`src/common/db_pkg.sv`:
```
package db_pkg;

    // ==========================================================
    // Control port command
    // ==========================================================

    // Codes 5 to 7 are illegal and complete with ERROR
    typedef enum logic [2:0] {
        NOP   = 3'd0,
        GET   = 3'd1,
        SET   = 3'd2,
        UNSET = 3'd3,
        CLEAR = 3'd4
    } command_t;

    // ==========================================================
    // Completion status
    // ==========================================================

    typedef enum logic {
        OK    = 1'b0,
        ERROR = 1'b1
    } status_t;

endpackage : db_pkg

```
`src/db_ctrl/db_ctrl_peripheral.sv`:
```
module db_ctrl_peripheral
    import db_pkg::*;
#(
    parameter int KEY_WID   = 8,
    parameter int VALUE_WID = 32
) (
    input  logic                 clk,
    input  logic                 srst,

    // Control port
    input  logic                 req,
    input  command_t             command,
    input  logic [KEY_WID-1:0]   key,
    input  logic [VALUE_WID-1:0] set_value,
    output logic                 rdy,
    output logic                 ack,
    output status_t              status,
    output logic                 get_valid,
    output logic [VALUE_WID-1:0] get_value,

    // Store
    output logic                 init,
    input  logic                 init_done,
    output logic                 wr_en,
    output logic [KEY_WID-1:0]   wr_key,
    output logic                 wr_valid,
    output logic [VALUE_WID-1:0] wr_value,
    output logic                 rd_en,
    output logic [KEY_WID-1:0]   rd_key,
    input  logic                 rd_valid_out,
    input  logic [VALUE_WID-1:0] rd_value
);

    typedef enum logic [2:0] {
        ST_INIT,
        ST_IDLE,
        ST_EXEC,
        ST_RESP,
        ST_CLEAR
    } state_t;

    state_t               state;
    state_t               state_nxt;
    command_t             cmd_q;
    logic [KEY_WID-1:0]   key_q;
    logic [VALUE_WID-1:0] value_q;
    logic                 cmd_legal;
    logic                 accept;

    assign accept = req && rdy;

    // ==========================================================
    // Sequencer
    // ==========================================================

    always_comb begin
        state_nxt = state;
        case (state)
            ST_INIT:  if (init_done) state_nxt = ST_IDLE;
            ST_IDLE:  if (accept) state_nxt = ST_EXEC;
            ST_EXEC:  state_nxt = (cmd_q == CLEAR) ? ST_CLEAR : ST_RESP;
            ST_CLEAR: if (init_done) state_nxt = ST_RESP;
            ST_RESP:  state_nxt = ST_IDLE;
            default:  state_nxt = ST_INIT;
        endcase
    end

    // Power-up sweep starts straight out of reset
    always_ff @(posedge clk) begin
        if (srst) begin
            state <= ST_INIT;
        end else begin
            state <= state_nxt;
        end
    end

    // Command capture on accept
    always_ff @(posedge clk) begin
        if (accept) begin
            cmd_q   <= command;
            key_q   <= key;
            value_q <= set_value;
        end
    end

    // ==========================================================
    // Decode and store drive
    // ==========================================================

    always_comb begin
        case (cmd_q)
            NOP, GET, SET, UNSET, CLEAR: cmd_legal = 1'b1;
            default:                     cmd_legal = 1'b0;
        endcase
    end

    assign init = (state == ST_INIT) || (state == ST_CLEAR);

    assign rd_en  = (state == ST_EXEC) && (cmd_q == GET);
    assign rd_key = key_q;

    assign wr_en    = (state == ST_EXEC) && ((cmd_q == SET) || (cmd_q == UNSET));
    assign wr_key   = key_q;
    assign wr_valid = (cmd_q == SET);
    assign wr_value = value_q;

    // Read data lands in the ack cycle
    assign rdy       = (state == ST_IDLE);
    assign ack       = (state == ST_RESP);
    assign status    = cmd_legal ? OK : ERROR;
    assign get_valid = (cmd_q == GET) && rd_valid_out;
    assign get_value = rd_value;

    // Every command but CLEAR acks two cycles after its accept
    a_ack_latency : assert property (
        @(posedge clk) disable iff (srst) $past(accept && (command != CLEAR), 2) |-> ack
    );

endmodule : db_ctrl_peripheral

```
`config.mk`:
```
export PLATFORM = sky130hd
export DESIGN_NAME = db_ctrl_peripheral
export DESIGN_NICKNAME = d
export VERILOG_FILES = /design/src/common/db_pkg.sv /design/src/db_ctrl/db_ctrl_peripheral.sv
export SDC_FILE = /design/constraint.sdc
export NUM_CORES = 1
export LEC_CHECK = 0
export BUFFER_PORTS_ARGS = -buffer_cell sky130_fd_sc_hd__buf_2
export CAP_MARGIN = 0
export CORE_MARGIN = 2
export CORE_UTILIZATION = 39
export DETAILED_ROUTE_END_ITERATION = 6
export PLACE_DENSITY = 0.84
export SYNTH_ARGS = -nofsm -noshare
export SYNTH_HDL_FRONTEND = slang
export SYNTH_SLANG_ARGS = --single-unit
```
`constraint.sdc`:
```
create_clock -name clk -period 3.1 [get_ports clk]
set_clock_uncertainty 0.1 [all_clocks]
set_input_delay 0.62 -clock clk [delete_from_list [all_inputs] [get_ports clk]]
set_output_delay 0.62 -clock clk [all_outputs]
set_load 0.1 [all_outputs]
```
=== Yosys cells after proc, flatten, opt, wreduce, memory -nomap -nowiden ===
Cells that the tools add are included.

* $add $sub $neg: 0
* $mul: 0
* Divide/modulo/power cells: 0
* $lt $le $gt $ge: 0
* Equal/unequal tests: 11
* Shifts and indexed selects: 0
* Muxes and demuxes: 7
* Bitwise gates (word level): 0
* Reductions and logical operators: 10

{| class="wikitable"
|+ Operator list
! cell !! number
|-
| one-hot mux 3 bit (5 select lines) || 1
|-
| == test 3 x 2 -> 1 bit (second input constant) || 4
|-
| two-way mux 3 bit || 4
|-
| == test 3 x 1 -> 1 bit (second input constant) || 2
|-
| == test 3 bit (second input constant) || 2
|-
| logical NOT 3 bit || 2
|-
| OR reduction 5 bit || 1
|-
| logical AND 1 bit || 4
|-
| != test 2 bit (second input constant) || 2
|-
| AND reduction 3 bit || 1
|-
| logical OR 1 bit || 2
|-
| two-way mux 1 bit || 2
|-
| != test 2 x 1 -> 1 bit (second input constant) || 1
|}

* Register bits after elaboration: 46
* Bits in latches: 0
* Bits in writable memories: 0
* Memory bits (read-only): 0
* Output and inout bits: 88
* Memories kept: 0

=== Logic depth before layout (Yosys ltp) ===
Gate-level depths: netlist of run 1.

* Word-level depth: 4
* Gate-level depth with buffers: 3

=== Worst setup path before layout of run 1 ===
Ideal clock, no wire load.

* Kind: register -> output
* Start: reg cmd_q[2]
* End: out rd_en
* Data arrival time: 3.375 ns
* Required time: 2.380 ns
* Setup slack: -0.995 ns
* Cell stages (with the launch flop): 2
* Buffers on the path: 0
* Path through: edfxtp_1 nor4_1

* Word-level cells in the longest chain between the ends: 2

{| class="wikitable"
|+ Ends and longest elaborated chain
! what !! RTL line !! source
|-
| start: declaration || db_ctrl_peripheral.sv:44 || <nowiki>command_t cmd_q;</nowiki>
|-
| start signal: assignment || db_ctrl_peripheral.sv:80 || <nowiki>cmd_q <= command;</nowiki>
|-
| == test 3 x 1 -> 1 bit || db_ctrl_peripheral.sv:99 || <nowiki>assign rd_en = (state == ST_EXEC) && (cmd_q == GET);</nowiki>
|-
| logical AND 1 bit || db_ctrl_peripheral.sv:99 ||
|-
| end: declaration || db_ctrl_peripheral.sv:28 || <nowiki>output logic rd_en,</nowiki>
|}

Every way passes these cells.

=== Worst setup path after layout of run 1 ===
* Start: reg cmd_q[2]
* End: out wr_en

* Word-level cells in the longest chain between the ends: 3
* Elaborated cells between the ends (all ways): 4
* Classes of those cells: 2 x eq/ne; 2 x reduce/logical

{| class="wikitable"
|+ Ends and longest elaborated chain
! what !! RTL line !! source
|-
| == test 3 x 2 -> 1 bit || db_ctrl_peripheral.sv:102 || <nowiki>assign wr_en = (state == ST_EXEC) && ((cmd_q == SET) || (cmd_q == UNSET));</nowiki>
|-
| logical OR 1 bit (*) || db_ctrl_peripheral.sv:102 ||
|-
| logical AND 1 bit (*) || db_ctrl_peripheral.sv:102 ||
|-
| end: declaration || db_ctrl_peripheral.sv:24 || <nowiki>output logic wr_en,</nowiki>
|}

Every way passes the cells marked *; elsewhere a longest branch is shown, timed or not.

==> results_dict.tcl, run 1 <==
set metrics [dict create \
    vdd_drop_max_v 0.000421 \
    placeableCoreArea_sq_um 4410 \
    antennaDiodeCount 0 \
    internal_power_uw 925 \
    routed-via-count 1084 \
    synth.cell_area_sq_um 1810 \
    worstSetupStartpointType "flip-flop" \
    total_global_route_track_usage_pct 14.2 \
    grt_pass1_vias 1109 \
    cts_setup_buffers 0 \
    post_cts_resize_count 0 \
    layout_worst_path_cycle_share_pct 74.7 \
    post_detailed_route_count_of_antenna_violating_nets 0 \
    initial_core_util_pct 41.1 \
    area.growth.synth_to_final_pct 22.2 \
    antenna_violations_before_repair 0 \
    required_time_of_the_worst_setup_path_ns 2.38 \
    worstReg2RegStart "state[0]" \
    syn_nets 192 \
    final_max_slew_viol_count 0 \
    drc 0 \
    p_total_mw 1.41 \
    clockBufferDepth 2 \
    worst-setup-path-type "reg -> out" \
    p_seq_share_pct 51.5 \
    r2r_end "wr_value[28]" \
    rsz0062_at_grt "no" \
    tritoncts_num_sinks 46 \
    worstPathMaxFanout 7 \
    hpwlAfterDp_um 3300 \
    power_per_cell_area_nw_per_um2 635 \
    yosysSeqAreaShare_pct 74.5 \
    place.port_buffers 103 \
    gpl.final_weighted_congestion 0.859 \
    slew_headroom_pct 63.2 \
    critPathCapture "wr_en" \
    cp-end-kind "primary output" \
    final_hold_viol_count 0 \
    clock.fmax_ghz 0.432 \
    ys_seq_elements 46 \
    synthDistinctLibCells 20 \
    die_w_um 72.2 \
    most_used_cells_in_the_layout_excluding_fill_and_tap_cells "sky130_fd_sc_hd__buf_2, sky130_fd_sc_hd__edfxtp_1, sky130_fd_sc_hd__nor2_1, sky130_fd_sc_hd__clkbuf_8, sky130_fd_sc_hd__dfxtp_1" \
    setup.worst_path.start "cmd_q[2]" \
    row_count 24 \
    post_synth_inst_count 112 \
    layout_commonest_cell "sky130_fd_sc_hd__buf_2" \
    fin_crit_ns 2.31 \
    final.hold.worst_slack_ns 0.396 \
    ctsHtreeMaxLevel 2 \
    worstMarginPinSlew_ns 0.548 \
    initialDrtViolationCount 24 \
    synth_enable_flop_cells 43 \
    avgViaCountPerCell 4.59 \
    synth_warnings 0 \
    synth_top_flop_cell "sky130_fd_sc_hd__edfxtp_1" \
    setup_viol 0 \
    drive_above_1_share_pct 64.1 \
    swShare_pct 34.1 \
    r2r_cell_count 4 \
    design.final.nets 263 \
    clk_latency_ns 0.29 \
    pin_count 168 \
    mean_area_per_synthesized_cell_sq_um 16.2 \
    ff2ff_setup_slack_ns 1.13 \
    setup_tns_ns 0 \
    drt_first_pass_iters 4 \
    floorplan.die_area_sq_um 5210 \
    tritoncts "built" \
    p_switching_uw 480 \
    synth_async_sr_flop_share_pct 0 \
    overflow 0 \
    drt-total-wl_um 3920 \
    hold_buffers 0 \
    combinationalPowerShare_pct 22.7 \
    worst_hold_path_type "in -> reg" \
    route.detailed.wl_per_inst_um 16.6 \
    static_leakage_nw 0.935 \
    cts_inserted_buffers 5 \
    cts.clk_slew.worst_paths_ns 0.09 \
    run_status "finished, final reports clean" \
    clock_tree_root "sky130_fd_sc_hd__clkbuf_8" \
    die_y_um 72.2 \
    timing.max_cap.violations 0 \
    pin_count_of_the_biggest_net_entering_global_routing 28 \
    power_frac_clock_pct 25.8 \
    global_route_wire_length_before_repair_um 5290 \
    worst-endpoint-arrival_ns 1.59 \
]
-- state kept, by name (all words and copies together), names as in the netlist --
register and flops:
wr_value 32, state 3, rd_key 8, cmd_q 3
-- cell usage after synthesis, drive strengths merged (2+ instances only) --
| cell | n | area share (%) |
|---|---|---|
| nor3b | 2 | 1.1 |
| nor2b | 2 | 0.69 |
| dfxtp | 3 | 3.3 |
| a21oi | 2 | 0.55 |
| edfxtp | 43 | 71 |
| nand2b | 3 | 1.4 |
| inv | 2 | 0.41 |
| nor2 | 5 | 1.0 |
| buf | 40 | 17 |
| nor3 | 2 | 0.55 |
-- metrics by stage --
stage / instance area (sq um) / utilization (%) / instances / setup WS, ns
6_report: 2210 / 50.2 / 236 / 0.785
5_1_grt: 2210 / 50.2 / 236 / 0.682
4_1_cts: 2210 / 50.2 / 236 / 0.768
3_5_place_dp: 2120 / 48.1 / 228 / 0.954
3_3_place_gp: 2120 / 48.1 / 228 / 0.989
2_1_floorplan: 1840 / - / 112 / 0.121
-- power by group through the flow --
stage               Sequential, mW  Combinational (mW)  Clock (mW)
floorplan                    0.895               0.299           0
global placement             0.738               0.318           0
detailed placement           0.739               0.321           0
CTS                          0.724               0.321       0.379
global route                 0.728               0.330       0.391
finish                       0.724               0.319       0.362
-- area by class of cell --
| class | instances | area (sq um) |
|---|---|---|
| fill | 379 | 2200 |
| sequential | 46 | 1350 |
| timing repair buffer | 104 | 523 |
| multi-input combinational | 24 | 176 |
| clock buffer | 5 | 68.8 |
| tap | 52 | 65.1 |
| clock inverter | 3 | 22.5 |
| inverter | 2 | 7.51 |
-- routing by layer --
metal / routed length, um / track usage, % / vias to the layer above
met1: 1150 / 11.8 / 463
met3: 640 / 8.61 / 8
met4: 65 / 7.34 / 0
li1: - / - / 500
met2: 2060 / 25.6 / 113
met5: 0 / 0 / -
-- worst max-delay path, stage by stage (launching register included) --
cell and delay [ns]:
sky130_fd_sc_hd__edfxtp_1 0.50, sky130_fd_sc_hd__nand2b_1 0.22, sky130_fd_sc_hd__nor3_2 0.15, sky130_fd_sc_hd__buf_2 0.44
-- how the worst min path moves through the flow --
stage / startpoint / cells after the start / to
final: set_value[24] / 1 / wr_value[24]
after global routing: set_value[23] / 1 / wr_value[23]
after floorplan: state[2] / 2 / state[1]
after detailed placement: state[2] / 2 / state[1]
after CTS: set_value[24] / 1 / wr_value[24]
after global placement: state[2] / 2 / state[1]
-- kinds of logic after synthesis --
family                 Yosys count  synth area share [%]
buffers and inverters           42                  17.0
AOI/OAI and AO/OA                6                  2.35
and+or+nand+nor                 18                  6.14
DFF                             46                  74.5
Note: power is estimated with default switching activity, not from simulation.
==> inputs of run 2 (changes only) <==
Settings changed: CORE_UTILIZATION 39 to 37, PLACE_DENSITY 0.84 to 0.8.
Clock period 3.1 ns to 2.37 ns, I/O delays scaled along.
==> results_dict.tcl, run 2 (synthesized netlist as in run 1, its figures left out) <==
set metrics [dict create \
    run_status "finished, final reports clean" \
    area.growth.synth_to_final_pct 26.4 \
    avgViaCountPerCell 4.36 \
    layout.cell_area.non_filler_sq_um 2290 \
    most_used_cells_in_the_layout_excluding_fill_and_tap_cells "sky130_fd_sc_hd__buf_2, sky130_fd_sc_hd__edfxtp_1, sky130_fd_sc_hd__clkbuf_8" \
    overflow 0 \
    power_per_cell_area_nw_per_um2 843 \
    routed-via-count 1094 \
    total_global_route_track_usage_pct 12.7 \
    worstMarginPinSlew_ns 0.504 \
    tritoncts_num_sinks 46 \
    route.detailed.wl_per_inst_um 14.8 \
    drt_first_pass_iters 4 \
    post_detailed_route_count_of_antenna_violating_nets 0 \
    drc 0 \
    initialDrtViolationCount 35 \
    clockBufferDepth 2 \
    antennaDiodeCount 0 \
    timing.max_cap.violations 0 \
    pin_count 168 \
    cts_setup_buffers 0 \
    layout_worst_path_cycle_share_pct 94.4 \
    seq_area_sq_um 1360 \
    antenna_violations_before_repair 0 \
    clock.fmax_ghz 0.447 \
    die_y_um 74 \
    layout_commonest_cell "sky130_fd_sc_hd__buf_2" \
    tritoncts "built" \
    vdd_drop_max_v 0.000537 \
    grt_pass1_vias 1141 \
    place.port_buffers 103 \
    layout.filler_cells 407 \
    pin_count_of_the_biggest_net_entering_global_routing 24 \
    multiInputGateArea_sq_um 196 \
    hold_buffers 0 \
    worst-setup-path-type "reg -> out" \
    global_route_wire_length_before_repair_um 5060 \
    slew_headroom_pct 66.6 \
    post_cts_resize_count 0 \
    rsz0062_at_grt "no" \
    ctsHtreeMaxLevel 2 \
    hpwlAfterDp_um 3040 \
    clk_latency_ns 0.29 \
    worstSetupStartpointType "flip-flop" \
    gpl.final_weighted_congestion 0.724 \
    initial_core_util_pct 38.4 \
    placeableCoreArea_sq_um 4720 \
    worstPathMaxFanout 7 \
    die_w_um 74 \
    finalWorstSetupSlack_ns 0.133 \
    fin_crit_ns 2.24 \
    final_hold_viol_count 0 \
    final_max_slew_viol_count 0 \
    drt-total-wl_um 3710 \
    required_time_of_the_worst_setup_path_ns 1.80 \
    worst_hold_path_type "in -> reg" \
    final.hold.worst_slack_ns 0.251 \
    cts_inserted_buffers 5 \
    drive_above_1_share_pct 65.8 \
    dp_slack_ns 0.454 \
    row_count 25 \
    design.final.nets 263 \
    clock_tree_root "sky130_fd_sc_hd__clkbuf_8" \
    setup_tns_ns 0 \
    worst-endpoint-arrival_ns 1.66 \
    max_ffs_per_register 32 \
    floorplan.die_area_sq_um 5480 \
    setup_viol 0 \
    dpl_cell_area_sq_um 2180 \
    static_leakage_nw 0.945 \
    cp-end-kind "primary output" \
    cts.clk_slew.worst_paths_ns 0.08 \
]
-- run 2: cell type report --
cell class              instances  area share, %
flip-flops and latches         46           59.1
repair buffers                104           23.4
multi-input cells              24           8.57
well taps                      67           3.66
clock buffers                   6           3.17
clock inverters                 2           1.64
inverters                       2          0.491
-- run 2: critical path, stage by stage, from the launching register on --
cell                       delay, ns
sky130_fd_sc_hd__edfxtp_1       0.53
sky130_fd_sc_hd__nand2b_1       0.25
sky130_fd_sc_hd__nor3_2         0.15
sky130_fd_sc_hd__buf_2          0.44
-- run 2: path summary, 6_finish.rpt --
| path | slack (ns) | start | cells past startpoint | to |
|---|---|---|---|---|
| worst min register to register | 0.42 | state[0] | 1 | state[2] |
| worst max register to register | 0.64 | state[1] | 4 | cmd_q[2] |
| worst min-delay path | 0.25 | set_value[25] | 1 | wr_value[25] |
| worst max-delay path | 0.13 | cmd_q[2] | 3 | wr_en |
-- run 2: routing by layer --
| metal | part of all wire, % | vias to the layer above | GRT usage (%) |
|---|---|---|---|
| met5 | 0 | - | 0 |
| met3 | 17 | 24 | 8.81 |
| met1 | 29 | 474 | 10.9 |
| li1 | - | 499 | - |
| met4 | 3.7 | 0 | 8.28 |
| met2 | 50 | 97 | 21.0 |
-- run 2: stage by stage --
stage          power, mW  std cells  util, %
2_1_floorplan       1.57        112        -
3_3_place_gp        1.39        243     46.2
3_5_place_dp        1.40        243     46.2
4_1_cts             1.95        251     48.5
5_1_grt             1.99        251     48.5
6_report            1.93        251     48.5
-- run 2: power by group --
| part | switching (mW) | internal [mW] | leakage, nW |
|---|---|---|---|
| sequential | 0.0190 | 0.932 | 0.419 |
| combinational | 0.354 | 0.0706 | 0.475 |
| clock | 0.243 | 0.314 | 0.0514 |
| total | 0.615 | 1.32 | 0.945 |
