==> src/common/db_pkg.sv <==
package db_pkg;

    // ==========================================================
    // Control port command
    // ==========================================================

    // Codes 5 to 7 are illegal and complete with ERROR
    typedef enum logic [2:0] {
        NOP   = 3'd0,
        GET   = 3'd1,
        SET   = 3'd2,
        UNSET = 3'd3,
        CLEAR = 3'd4
    } command_t;

    // ==========================================================
    // Completion status
    // ==========================================================

    typedef enum logic {
        OK    = 1'b0,
        ERROR = 1'b1
    } status_t;

endpackage : db_pkg

==> src/db_ctrl/db_ctrl_prio_mux.sv <==
module db_ctrl_prio_mux
    import db_pkg::*;
#(
    parameter int KEY_WID   = 8,
    parameter int VALUE_WID = 32
) (
    input  logic                 clk,
    input  logic                 srst,

    // High-priority controller
    input  logic                 hi_req,
    input  command_t             hi_command,
    input  logic [KEY_WID-1:0]   hi_key,
    input  logic [VALUE_WID-1:0] hi_set_value,
    output logic                 hi_rdy,
    output logic                 hi_ack,
    output status_t              hi_status,
    output logic                 hi_get_valid,
    output logic [VALUE_WID-1:0] hi_get_value,

    // Low-priority controller
    input  logic                 lo_req,
    input  command_t             lo_command,
    input  logic [KEY_WID-1:0]   lo_key,
    input  logic [VALUE_WID-1:0] lo_set_value,
    output logic                 lo_rdy,
    output logic                 lo_ack,
    output status_t              lo_status,
    output logic                 lo_get_valid,
    output logic [VALUE_WID-1:0] lo_get_value,

    // Toward the peripheral
    output logic                 per_req,
    output command_t             per_command,
    output logic [KEY_WID-1:0]   per_key,
    output logic [VALUE_WID-1:0] per_set_value,
    input  logic                 per_rdy,
    input  logic                 per_ack,
    input  status_t              per_status,
    input  logic                 per_get_valid,
    input  logic [VALUE_WID-1:0] per_get_value
);

    logic locked;
    logic lock_lo;
    logic sel_lo;

    // ==========================================================
    // Arbitration and grant lock
    // ==========================================================

    // Fixed priority while free, held port while locked
    assign sel_lo = locked ? lock_lo : (!hi_req && lo_req);

    always_ff @(posedge clk) begin
        if (srst) begin
            locked  <= 1'b0;
            lock_lo <= 1'b0;
        end else if (per_ack) begin
            locked  <= 1'b0;
        end else if (per_req && per_rdy) begin
            locked  <= 1'b1;
            lock_lo <= sel_lo;
        end
    end

    // Request side steering
    assign per_req       = sel_lo ? lo_req       : hi_req;
    assign per_command   = sel_lo ? lo_command   : hi_command;
    assign per_key       = sel_lo ? lo_key       : hi_key;
    assign per_set_value = sel_lo ? lo_set_value : hi_set_value;

    // Only the selected port sees rdy
    assign hi_rdy = per_rdy && !sel_lo;
    assign lo_rdy = per_rdy && sel_lo;

    // Ack goes back to the port holding the lock
    assign hi_ack = per_ack && locked && !lock_lo;
    assign lo_ack = per_ack && locked && lock_lo;

    // Response payload is only meaningful with ack
    assign hi_status    = per_status;
    assign hi_get_valid = per_get_valid;
    assign hi_get_value = per_get_value;
    assign lo_status    = per_status;
    assign lo_get_valid = per_get_valid;
    assign lo_get_value = per_get_value;

    // ==========================================================
    // Assertions
    // ==========================================================

    // Peripheral only acks a command this mux handed over
    a_ack_needs_lock : assert property (
        @(posedge clk) disable iff (srst) per_ack |-> locked
    );

    // Neither port sees rdy while a command is in flight
    a_no_rdy_while_locked : assert property (
        @(posedge clk) disable iff (srst) locked |-> !(hi_rdy || lo_rdy)
    );

endmodule : db_ctrl_prio_mux

==> config.mk <==
export PLATFORM = sky130hd
export DESIGN_NAME = db_ctrl_prio_mux
export DESIGN_NICKNAME = d
export VERILOG_FILES = /design/src/common/db_pkg.sv /design/src/db_ctrl/db_ctrl_prio_mux.sv
export SDC_FILE = /design/constraint.sdc
export NUM_CORES = 1
export LEC_CHECK = 0
export BUFFER_PORTS_ARGS = -buffer_cell sky130_fd_sc_hd__buf_2
export CAP_MARGIN = 0
export CORE_AREA = 2 2 93 95
export DETAILED_ROUTE_END_ITERATION = 16
export DIE_AREA = 0 0 95 97
export GPL_ROUTABILITY_DRIVEN = 0
export PLACE_DENSITY = 0.61
export RECOVER_POWER = 25
export SYNTH_ARGS = -nofsm -noshare
export SYNTH_HDL_FRONTEND = slang
export SYNTH_SLANG_ARGS = --single-unit
==> constraint.sdc <==
create_clock -name clk -period 5.3 [get_ports clk]
set_input_delay 1.325 -clock clk [delete_from_list [all_inputs] [get_ports clk]]
set_output_delay 1.325 -clock clk [all_outputs]
set_load 0.01 [all_outputs]
# Word level (Yosys, flattened, before mapping)
# Index checks and enable logic that the tools add are counted.
# op_classes
mux	5
bitwise	1
reduce_logical	12
# op_table
operator	n
32-bit two-way mux	1
8-bit two-way mux	1
1-bit logical AND	7
1-bit logical NOT	3
3-bit two-way mux	1
1-bit two-way mux	2
2-bit AND reduction	1
2-bit OR reduction	1
1-bit NOT	1
# totals
register_bits	2
in_bits	126
out_inout_bits	116
elab_cells	20

# Depth between registers and ports, before layout
# Gate-level depths: netlist of run 1.
# depth
ltp_word	6
depth_mapped	5
ltp_nobuf	3

# Least setup slack after synthesis of run 1
# OpenSTA, ideal clock, no wires.
# synth_path
kind	input to output
startpoint	input port hi_req
endpoint	output port per_key[0]
arrival_time_ns	2.296
required_ns	3.975
path_slack_ns	1.679
cell_stages	4
cell_sequence	nand2b_1 o21ai_4 buf_6 mux2_1
# synth_between
elab_chain_len	4
# synth_rtl
item	line	text
start: declaration	db_ctrl_prio_mux.sv:11	input logic hi_req,
1-bit logical NOT	db_ctrl_prio_mux.sv:53	assign sel_lo = locked ? lock_lo : (!hi_req && lo_req);
1-bit logical AND	db_ctrl_prio_mux.sv:53	
1-bit two-way mux	db_ctrl_prio_mux.sv:53	
8-bit two-way mux	db_ctrl_prio_mux.sv:70	assign per_key = sel_lo ? lo_key : hi_key;
end: declaration	db_ctrl_prio_mux.sv:35	output logic [KEY_WID-1:0] per_key,
# No other way between the ends.

# Worst setup path after layout of run 1
# layout_path
startpoint	input port hi_req
endpoint	output port per_set_value[5]
# layout_between
elab_chain_len	4
# layout_rtl
item	line	text
1-bit logical NOT	db_ctrl_prio_mux.sv:53	
1-bit logical AND	db_ctrl_prio_mux.sv:53	
1-bit two-way mux	db_ctrl_prio_mux.sv:53	
32-bit two-way mux	db_ctrl_prio_mux.sv:71	assign per_set_value = sel_lo ? lo_set_value : hi_set_value;
end: declaration	db_ctrl_prio_mux.sv:36	output logic [VALUE_WID-1:0] per_set_value,
# No other way between the ends.

==> results of run 1 <==
## flip-flops by register name (all words and copies together) (netlist names)
signal and cells:
locked 1, lock_lo 1
## logic make-up after synthesis
group | Yosys count | share of synthesized area [%]
compound gates | 6 | 3.88
simple gates | 9 | 3.77
mux | 44 | 41.4
flops | 2 | 3.35
buf+inv | 75 | 47.6
## cell usage in the layout (no fill, tap or decap), drive strengths merged
| cell | Yosys | final |
|---|---|---|
| a211oi | 2 | 2 |
| a21oi | 2 | 2 |
| and2 | 1 | 1 |
| and3 | 1 | 1 |
| buf | 73 | 138 |
| clkbuf | 0 | 5 |
| dfxtp | 2 | 2 |
| inv | 2 | 2 |
| mux2 | 43 | 43 |
| mux2i | 1 | 1 |
| nand2 | 2 | 2 |
| nand2b | 1 | 1 |
| nor2 | 3 | 3 |
| nor3b | 1 | 1 |
| o21ai | 2 | 2 |
## tightest hold or removal path, stage by stage (launching register included)
cell and delay [ns]:
dfxtp_1 0.37, inv_1 0.09, a211oi_1 0.06
## synth_stat cells (all sizes together)
| library cell | instances |
|---|---|
| o21ai | 2 |
| buf | 73 |
| nand2b | 1 |
| nor3b | 1 |
| dfxtp | 2 |
| a211oi | 2 |
| mux2 | 43 |
| and3 | 1 |
| nand2 | 2 |
| nor2 | 3 |
| a21oi | 2 |
| inv | 2 |
| and2 | 1 |
| mux2i | 1 |
## per-stage QoR
step	hold WS, ns	instance area, um^2	setup slack (ns)
global placement	0.558	1480	1.23
finish	0.571	1520	1.22
detailed placement	0.564	1480	1.21
global route	0.615	1520	1.12
CTS	0.568	1520	1.20
floorplan	0.532	1190	1.68
## layout make-up
| cell class | count | share of cell area, % |
|---|---|---|
| Sequential cell | 2 | 2.64 |
| Tap cell | 105 | 8.65 |
| Inverter | 2 | 0.494 |
| Multi-Input combinational cell | 59 | 38.6 |
| Clock buffer | 3 | 2.72 |
| Timing Repair Buffer | 140 | 47.0 |
## power by group
part / internal, mW / leakage [nW] / switching [mW]
combinational: 0.0707 / 0.754 / 0.0515
clock: 0.0479 / 0.0216 / 0.0108
sequential: 0.0159 / 0.0164 / 0.00128
## metal layers
metal,wire [um],GRT usage [%],vias to the layer above
met4,42,2.12,0
met3,533,2.41,13
met1,1010,5.23,467
met5,0,0,-
li1,-,-,531
met2,2040,14.1,87
## final timing paths
path / slack, ns / endpoint
max: 1.22 / per_set_value[5]
min: 0.57 / locked
max reg2reg: 4.19 / lock_lo
min reg2reg: 0.57 / locked
==> run_results.csv, run 1 <==
group,metric,value,unit
floorplan,num_rows,33,
final_layout,stdcell_count,311,
worst_setup_path,crit_top_cell,"buf_2",
timing,skew,0.000478,ns
floorplan,die_h,97,um
worst_setup_path,path_max_fanout,37,
clocking,cts_made_buffers,3,
worst_setup_path,path_cells,"buf_2 -> nand2b_1 -> o21ai_4 -> buf_12 -> mux2_2 -> buf_2",
worst_setup_path,cp.arrival,2.75,ns
timing,drv_slew,0,
worst_hold_path,hold_start,"locked",
grt,grtUsageTotal,6.66,%
yosys,synth_top_area_share,42.8,%
yosys,ys.warnings.count,0,
route,drt_iter0_drc,26,
final_layout,drive_gt1_share,87.4,%
grt,grt_overflow,0,
clocking,cts.htree.levels,1,
yosys,synth_area,1190,um^2
final_layout,finalCoreUtilization,18.7,%
yosys,synthTopCellsByArea,"buf_4, mux2_2, mux2_1",
worst_setup_path,critPathSlowestCell,"mux2_2",
route,drt_first_pass_iters,4,
final_layout,nFillCells,930,
clocking,worstSkewPairLatency,0.21,ns
worst_setup_path,crit_family,"buffers and inverters",
worst_setup_path,crit_start,"hi_req",
clocking,path_clk_slew,0.03,ns
worst_hold_path,whs_path_depth,2,
route,vias_per_cell,3.53,
final_layout,multi_input_area,586,um^2
route,ant_nets,0,
floorplan,ios,242,
timing,max_slew_margin,74.2,%
yosys,synth-seq-cells,2,
place,place_inst,308,
yosys,synth_cell_type_count,18,
clocking,cts_hold_buf,0,
final_layout,layout.nets,334,
route,drc,0,
worst_setup_path,crit_path_max_incr_delay,0.36,ns
clocking,clock_sinks,2,
place,port_buffers,139,
clocking,root_buffer,"clkbuf_8",
grt,antenna_found_initial,0,
final_layout,diodes,0,
worst_setup_path,startpoint_type,"primary input",
timing,max_freq,245,MHz
timing,finalSetupViolations,0,
yosys,avgSynthCellArea,8.78,um^2
worst_setup_path,ff2ff_path_depth,3,
worst_setup_path,worstSetupPathType,"in -> out",
grt,grt_max_degree,38,
final_layout,area_growth_syn_to_layout,27.3,%
timing,tightest_slew,0.386,ns
route,num_vias,1098,
floorplan,dieArea,9220,um^2
place,hpwl,3160,um
clocking,clock_path_buffers,2,
power,ir_drop,0.0519,mV
status,status,"completed",
grt,grt_pass1_wl,4920,um
worst_setup_path,required,3.97,ns
yosys,synth-seq-area-share,3.35,%
job,cap_violations,0,
route,routed_wl,3620,um
clocking,post_cts_buffers,0,
power,total_leakage_power,0.792,nW
worst_hold_path,min_path_type,"reg -> reg",
grt,grt_pass1_vias,1090,
floorplan,start_util,14.7,%
yosys,syn_nets,262,
floorplan,coreArea,8130,um^2
floorplan,die_width,95,um
yosys,yosys.area.top_type,"buf_4",
timing,rsz0062_at_grt,"false",
worst_setup_path,worstSetupEndpointType,"output port",
route,wire_per_inst,11.6,um
timing,finalHoldViolations,0,
timing,period_share,76.9,%
power,fin_total_pwr,0.198,mW
worst_setup_path,reg2reg_from,"locked",
final_layout,ff_latch_area,40.0,um^2
clocking,post_cts_resized,0,
timing,final.setup.tns,0,ns
clocking,cts_tree,"done",
worst_setup_path,crit_cells,6,
power,powerDensity,130,nW/um^2
timing,fin_crit,4.08,ns
yosys,syn_inst,136,
worst_setup_path,cp_num_buf_inv,3,
(Power assumes the default switching activity.)
==> run 2, diff against run 1 <==
- CORE_AREA: 2 2 93 95 -> 2 2 95 97
- DIE_AREA: 0 0 95 97 -> 0 0 97 99
- clock period: 5.3 -> 3.39 ns (I/O delays scaled with it)
==> run 2 against run 1 <==
Wire length decreased by 1.9%. Largest cell class unchanged. Highest routed layer unchanged. Sequential cell count is the same. Combinational power is 55% higher. Worst setup slack lost 0.78 ns. Core utilization decreased by 0.87 points. Hold slack worse by 0.0092 ns. Clock power is 59% higher. Global-route usage fell by 0.26 points. Power is 56% higher.
==> run_results.csv, run 2 (synthesized netlist as in run 1, its figures left out) <==
group,metric,value,unit
timing,setup_ws,0.445,ns
place,port_buffers,139,
final_layout,drive_gt1_share,87.4,%
power,power.internal,0.210,mW
clocking,clock_path_buffers,2,
timing,finalSetupViolations,0,
floorplan,die_h,99,um
status,status,"completed",
route,drc,0,
timing,fin_crit,2.94,ns
route,drt_iter0_drc,6,
clocking,post_cts_buffers,0,
route,drt_first_pass_iters,2,
power,p_switching,0.0993,mW
clocking,root_buffer,"clkbuf_8",
worst_setup_path,worstSetupEndpointType,"output port",
timing,period_share,86.9,%
timing,whs,0.562,ns
floorplan,num_rows,34,
worst_setup_path,path_max_fanout,45,
power,p_comb_share,61.1,%
clocking,path_clk_slew,0.03,ns
grt,antenna_found_initial,0,
power,ir_drop,0.0633,mV
route,routed_wl,3560,um
place,hpwl,3010,um
floorplan,ios,242,
timing,max_freq,340,MHz
timing,max_slew_margin,81.6,%
grt,grt_max_degree,46,
power,powerDensity,203,nW/um^2
final_layout,final_cell_area,1520,um^2
timing,rsz0062_at_grt,"false",
timing,tightest_slew,0.276,ns
timing,skew,0.000673,ns
clocking,cts.htree.levels,1,
floorplan,start_util,14.0,%
worst_setup_path,path_cells,"buf_2 -> nand2b_1 -> o21ai_4 -> buf_12 -> mux2_2 -> buf_2",
job,cap_violations,0,
power,seqPwrFrac,8.7,%
final_layout,final_common_cell,"buf_2",
floorplan,die_width,97,um
route,wire_per_inst,11.3,um
clocking,post_cts_resized,0,
grt,grt_pass1_wl,5000,um
timing,final.setup.tns,0,ns
route,ant_nets,0,
route,num_vias,1119,
worst_setup_path,r2r_slack,2.31,ns
grt,grt_overflow,0,
worst_setup_path,required,2.54,ns
power,total_leakage_power,0.792,nW
worst_setup_path,critPathSlowestCell,"mux2_2",
timing,drv_slew,0,
final_layout,finalCoreUtilization,17.8,%
final_layout,diodes,0,
clocking,cts_tree,"done",
worst_setup_path,startpoint_type,"primary input",
worst_setup_path,cp.arrival,2.10,ns
route,vias_per_cell,3.56,
timing,finalHoldViolations,0,
worst_setup_path,crit_top_cell,"buf_2",
final_layout,area_growth_syn_to_layout,27.6,%
clocking,clock_sinks,2,
place,place_area,1480,um^2
final_layout,final_cell_mix,"buf_2, mux2_2, mux2_1, nor2_1, clkbuf_8",
worst_hold_path,min_path_type,"reg -> reg",
grt,grt_pass1_vias,1053,
grt,grtUsageTotal,6.40,%
final_layout,layout.nets,334,
place,pre_cts_ws,0.426,ns
power,clkPwrFrac,30.2,%
worst_setup_path,crit_path_max_incr_delay,0.37,ns
worst_setup_path,worstSetupPathType,"in -> out",
clocking,cts_made_buffers,3,
clocking,worstSkewPairLatency,0.21,ns
final_layout,reg_top3,"lock_lo (1), locked (1)",
floorplan,dieArea,9600,um^2
floorplan,coreArea,8550,um^2
clocking,cts_hold_buf,0,
power,switching_share,32.1,%
## run 2: cell counts in the layout (fill, tap and decap cells not counted)
Identical to the previous run, type by type.
## run 2: power groups by stage
stage               sequential, mW  clock (mW)  combinational [mW]
floorplan                   0.0258           0               0.181
global placement            0.0271           0               0.189
detailed placement          0.0273           0               0.192
CTS                         0.0270      0.0964               0.193
global route                0.0273      0.0977               0.206
finish                      0.0269      0.0936               0.189
## run 2: worst max-delay path: cells and delay by family
family | cells | cell delay (ns)
buffers and inverters | 3 | 0.53
AO/OA/AOI/OAI | 1 | 0.16
AND/OR/NAND/NOR | 1 | 0.18
multiplexers | 1 | 0.37
## run 2: metrics by stage
stage / std cells / power, mW
after global routing: 314 / 0.331
final: 314 / 0.310
after floorplan: 136 / 0.207
after detailed placement: 311 / 0.219
after CTS: 314 / 0.316
after global placement: 311 / 0.216
## run 2: path summary, 6_finish.rpt
kind,start,to,depth (start not counted)
worst max-delay path,hi_req,per_command[1],6
worst min-delay path,locked,locked,2
worst max register to register,locked,lock_lo,3
worst min register to register,locked,locked,2
## run 2: per-layer routing
| layer | global-route usage [%] | vias up | routed length (um) |
|---|---|---|---|
| met2 | 12.2 | 91 | 1880 |
| li1 | - | 529 | - |
| met4 | 4.66 | 0 | 187 |
| met3 | 2.34 | 27 | 478 |
| met5 | 0 | - | 0 |
| met1 | 5.40 | 472 | 1010 |
## run 2: area by class of cell
type,count,area [um^2]
flip-flops and latches,2,40.0
fillers,987,7030
inverters,2,7.51
multi-input cells,59,586
clock buffers,3,41.3
well taps,108,135
repair buffers,140,713
==> run 3, diff against run 2 <==
- CORE_AREA: 2 2 95 97 -> 2 2 93 95
- DIE_AREA: 0 0 97 99 -> 0 0 95 97
- clock period: 3.39 -> 3.6 ns (I/O delays scaled with it)
==> run 3 against run 2 <==
Count of clock-buffer cells in the layout stayed put. Clock power down 5.1%. Worst setup slack better by 0.15 ns. Die area decreased by 4.0%. Sequential cell count unchanged. Sequential share of layout area barely moved. Hold slack better by 0.0059 ns. Clock skew up 0.0046 ns. Core utilization rose by 0.96 points. Power decreased by 4.9%. Cell count down 0.64%. Via count down 1.4%. Largest power group unchanged.
==> run_results.csv, run 3 (synthesized netlist as in run 1, its figures left out) <==
group,metric,value,unit
worst_setup_path,startpoint_type,"primary input",
route,ant_nets,0,
place,place_inst,309,
place,port_buffers,139,
worst_setup_path,worstSetupPathType,"in -> out",
route,vias_per_cell,3.54,
power,p_comb_share,61.3,%
clocking,post_cts_resized,0,
route,drt_iter0_drc,18,
timing,finalHoldViolations,0,
final_layout,reg_top3,"lock_lo (1), locked (1)",
power,power.internal,0.199,mW
timing,max_freq,333,MHz
timing,tightest_slew,0.268,ns
grt,grt-busiest-layer,"met2",
power,powerDensity,193,nW/um^2
floorplan,coreArea,8130,um^2
place,hpwl,3080,um
route,num_vias,1103,
clocking,cts_hold_buf,0,
worst_setup_path,required,2.70,ns
final_layout,final_cell_mix,"buf_2, mux2_2, mux2_1, nor2_1, clkbuf_8",
final_layout,diodes,0,
power,ir_drop,0.0787,mV
timing,max_slew_margin,82.1,%
power,clkPwrFrac,30.2,%
route,drc,0,
power,seqPwrFrac,8.6,%
clocking,path_clk_slew,0.03,ns
status,status,"completed",
clocking,clock_path_buffers,2,
floorplan,num_rows,33,
grt,grt_overflow,0,
route,routed_wl,3520,um
clocking,root_buffer,"clkbuf_8",
grt,grt_pass1_wl,4750,um
timing,finalSetupViolations,0,
timing,whs,0.568,ns
power,fin_total_pwr,0.294,mW
worst_hold_path,min_path_type,"reg -> reg",
final_layout,stdcell_count,312,
worst_setup_path,path_max_fanout,37,
final_layout,drive_gt1_share,87.4,%
timing,period_share,83.5,%
timing,final.setup.tns,0,ns
route,drt_first_pass_iters,4,
clocking,cts_tree,"done",
grt,use_met3,2.73,%
clocking,post_cts_buffers,0,
grt,grt_max_degree,38,
final_layout,layout.nets,335,
power,p_switching,0.0953,mW
timing,rsz0062_at_grt,"false",
clocking,clock_sinks,2,
timing,fin_crit,3.01,ns
grt,use_met1,4.85,%
timing,drv_slew,0,
final_layout,final_common_cell,"buf_2",
power,switching_share,32.4,%
grt,grt_pass1_vias,1054,
floorplan,start_util,14.7,%
floorplan,dieArea,9220,um^2
grt,grtUsageTotal,6.49,%
floorplan,die_h,97,um
timing,skew,0.00523,ns
clocking,worstSkewPairLatency,0.21,ns
clocking,cts_made_buffers,3,
clocking,cts.htree.levels,1,
job,cap_violations,0,
final_layout,area_growth_syn_to_layout,27.9,%
worst_setup_path,cp.arrival,2.11,ns
grt,use_met2,13.6,%
route,wire_per_inst,11.3,um
grt,antenna_found_initial,0,
power,total_leakage_power,0.797,nW
floorplan,ios,242,
worst_setup_path,worstSetupEndpointType,"output port",
floorplan,die_width,95,um
run 3: final timing paths:
check,endpoint,cells after the start,from,slack [ns]
min reg2reg,locked,2,locked,0.57
max,per_set_value[11],6,lo_req,0.59
min,locked,2,locked,0.57
max reg2reg,lock_lo,3,locked,2.54
run 3: critical path, stage by stage:
cell and delay [ns]:
clkbuf_1 0.17, nand2b_1 0.12, o21ai_4 0.17, buf_12 0.22, mux2_2 0.37, buf_2 0.14
run 3: area by class of cell:
type                            count  area [um^2]
Multi-Input combinational cell     59          586
Timing Repair Buffer              141          721
Fill cell                         924         6610
Inverter                            2         7.51
Clock buffer                        3         41.3
Tap cell                          105          131
Sequential cell                     2         40.0
run 3: power groups by stage:
stage / Combinational (mW) / Clock (mW) / Sequential [mW]
floorplan: 0.170 / 0 / 0.0243
global placement: 0.181 / 0 / 0.0255
detailed placement: 0.182 / 0 / 0.0256
CTS: 0.183 / 0.0919 / 0.0253
global route: 0.198 / 0.0936 / 0.0254
finish: 0.180 / 0.0888 / 0.0252
run 3: per-layer routing:
layer | vias to the layer above | wire [um] | part of all wire (%)
met1 | 460 | 1040 | 29
met5 | - | 0 | 0
li1 | 532 | - | -
met4 | 0 | 59 | 1.7
met2 | 97 | 1880 | 53
met3 | 14 | 540 | 15
run 3: stage by stage:
stage / utilization [%] / area, um^2 / setup WS, ns
after global placement: 18.3 / 1490 / 0.616
after floorplan: - / 1190 / 0.829
after global routing: 18.8 / 1530 / 0.517
final: 18.8 / 1530 / 0.594
after detailed placement: 18.3 / 1490 / 0.598
after CTS: 18.8 / 1530 / 0.596
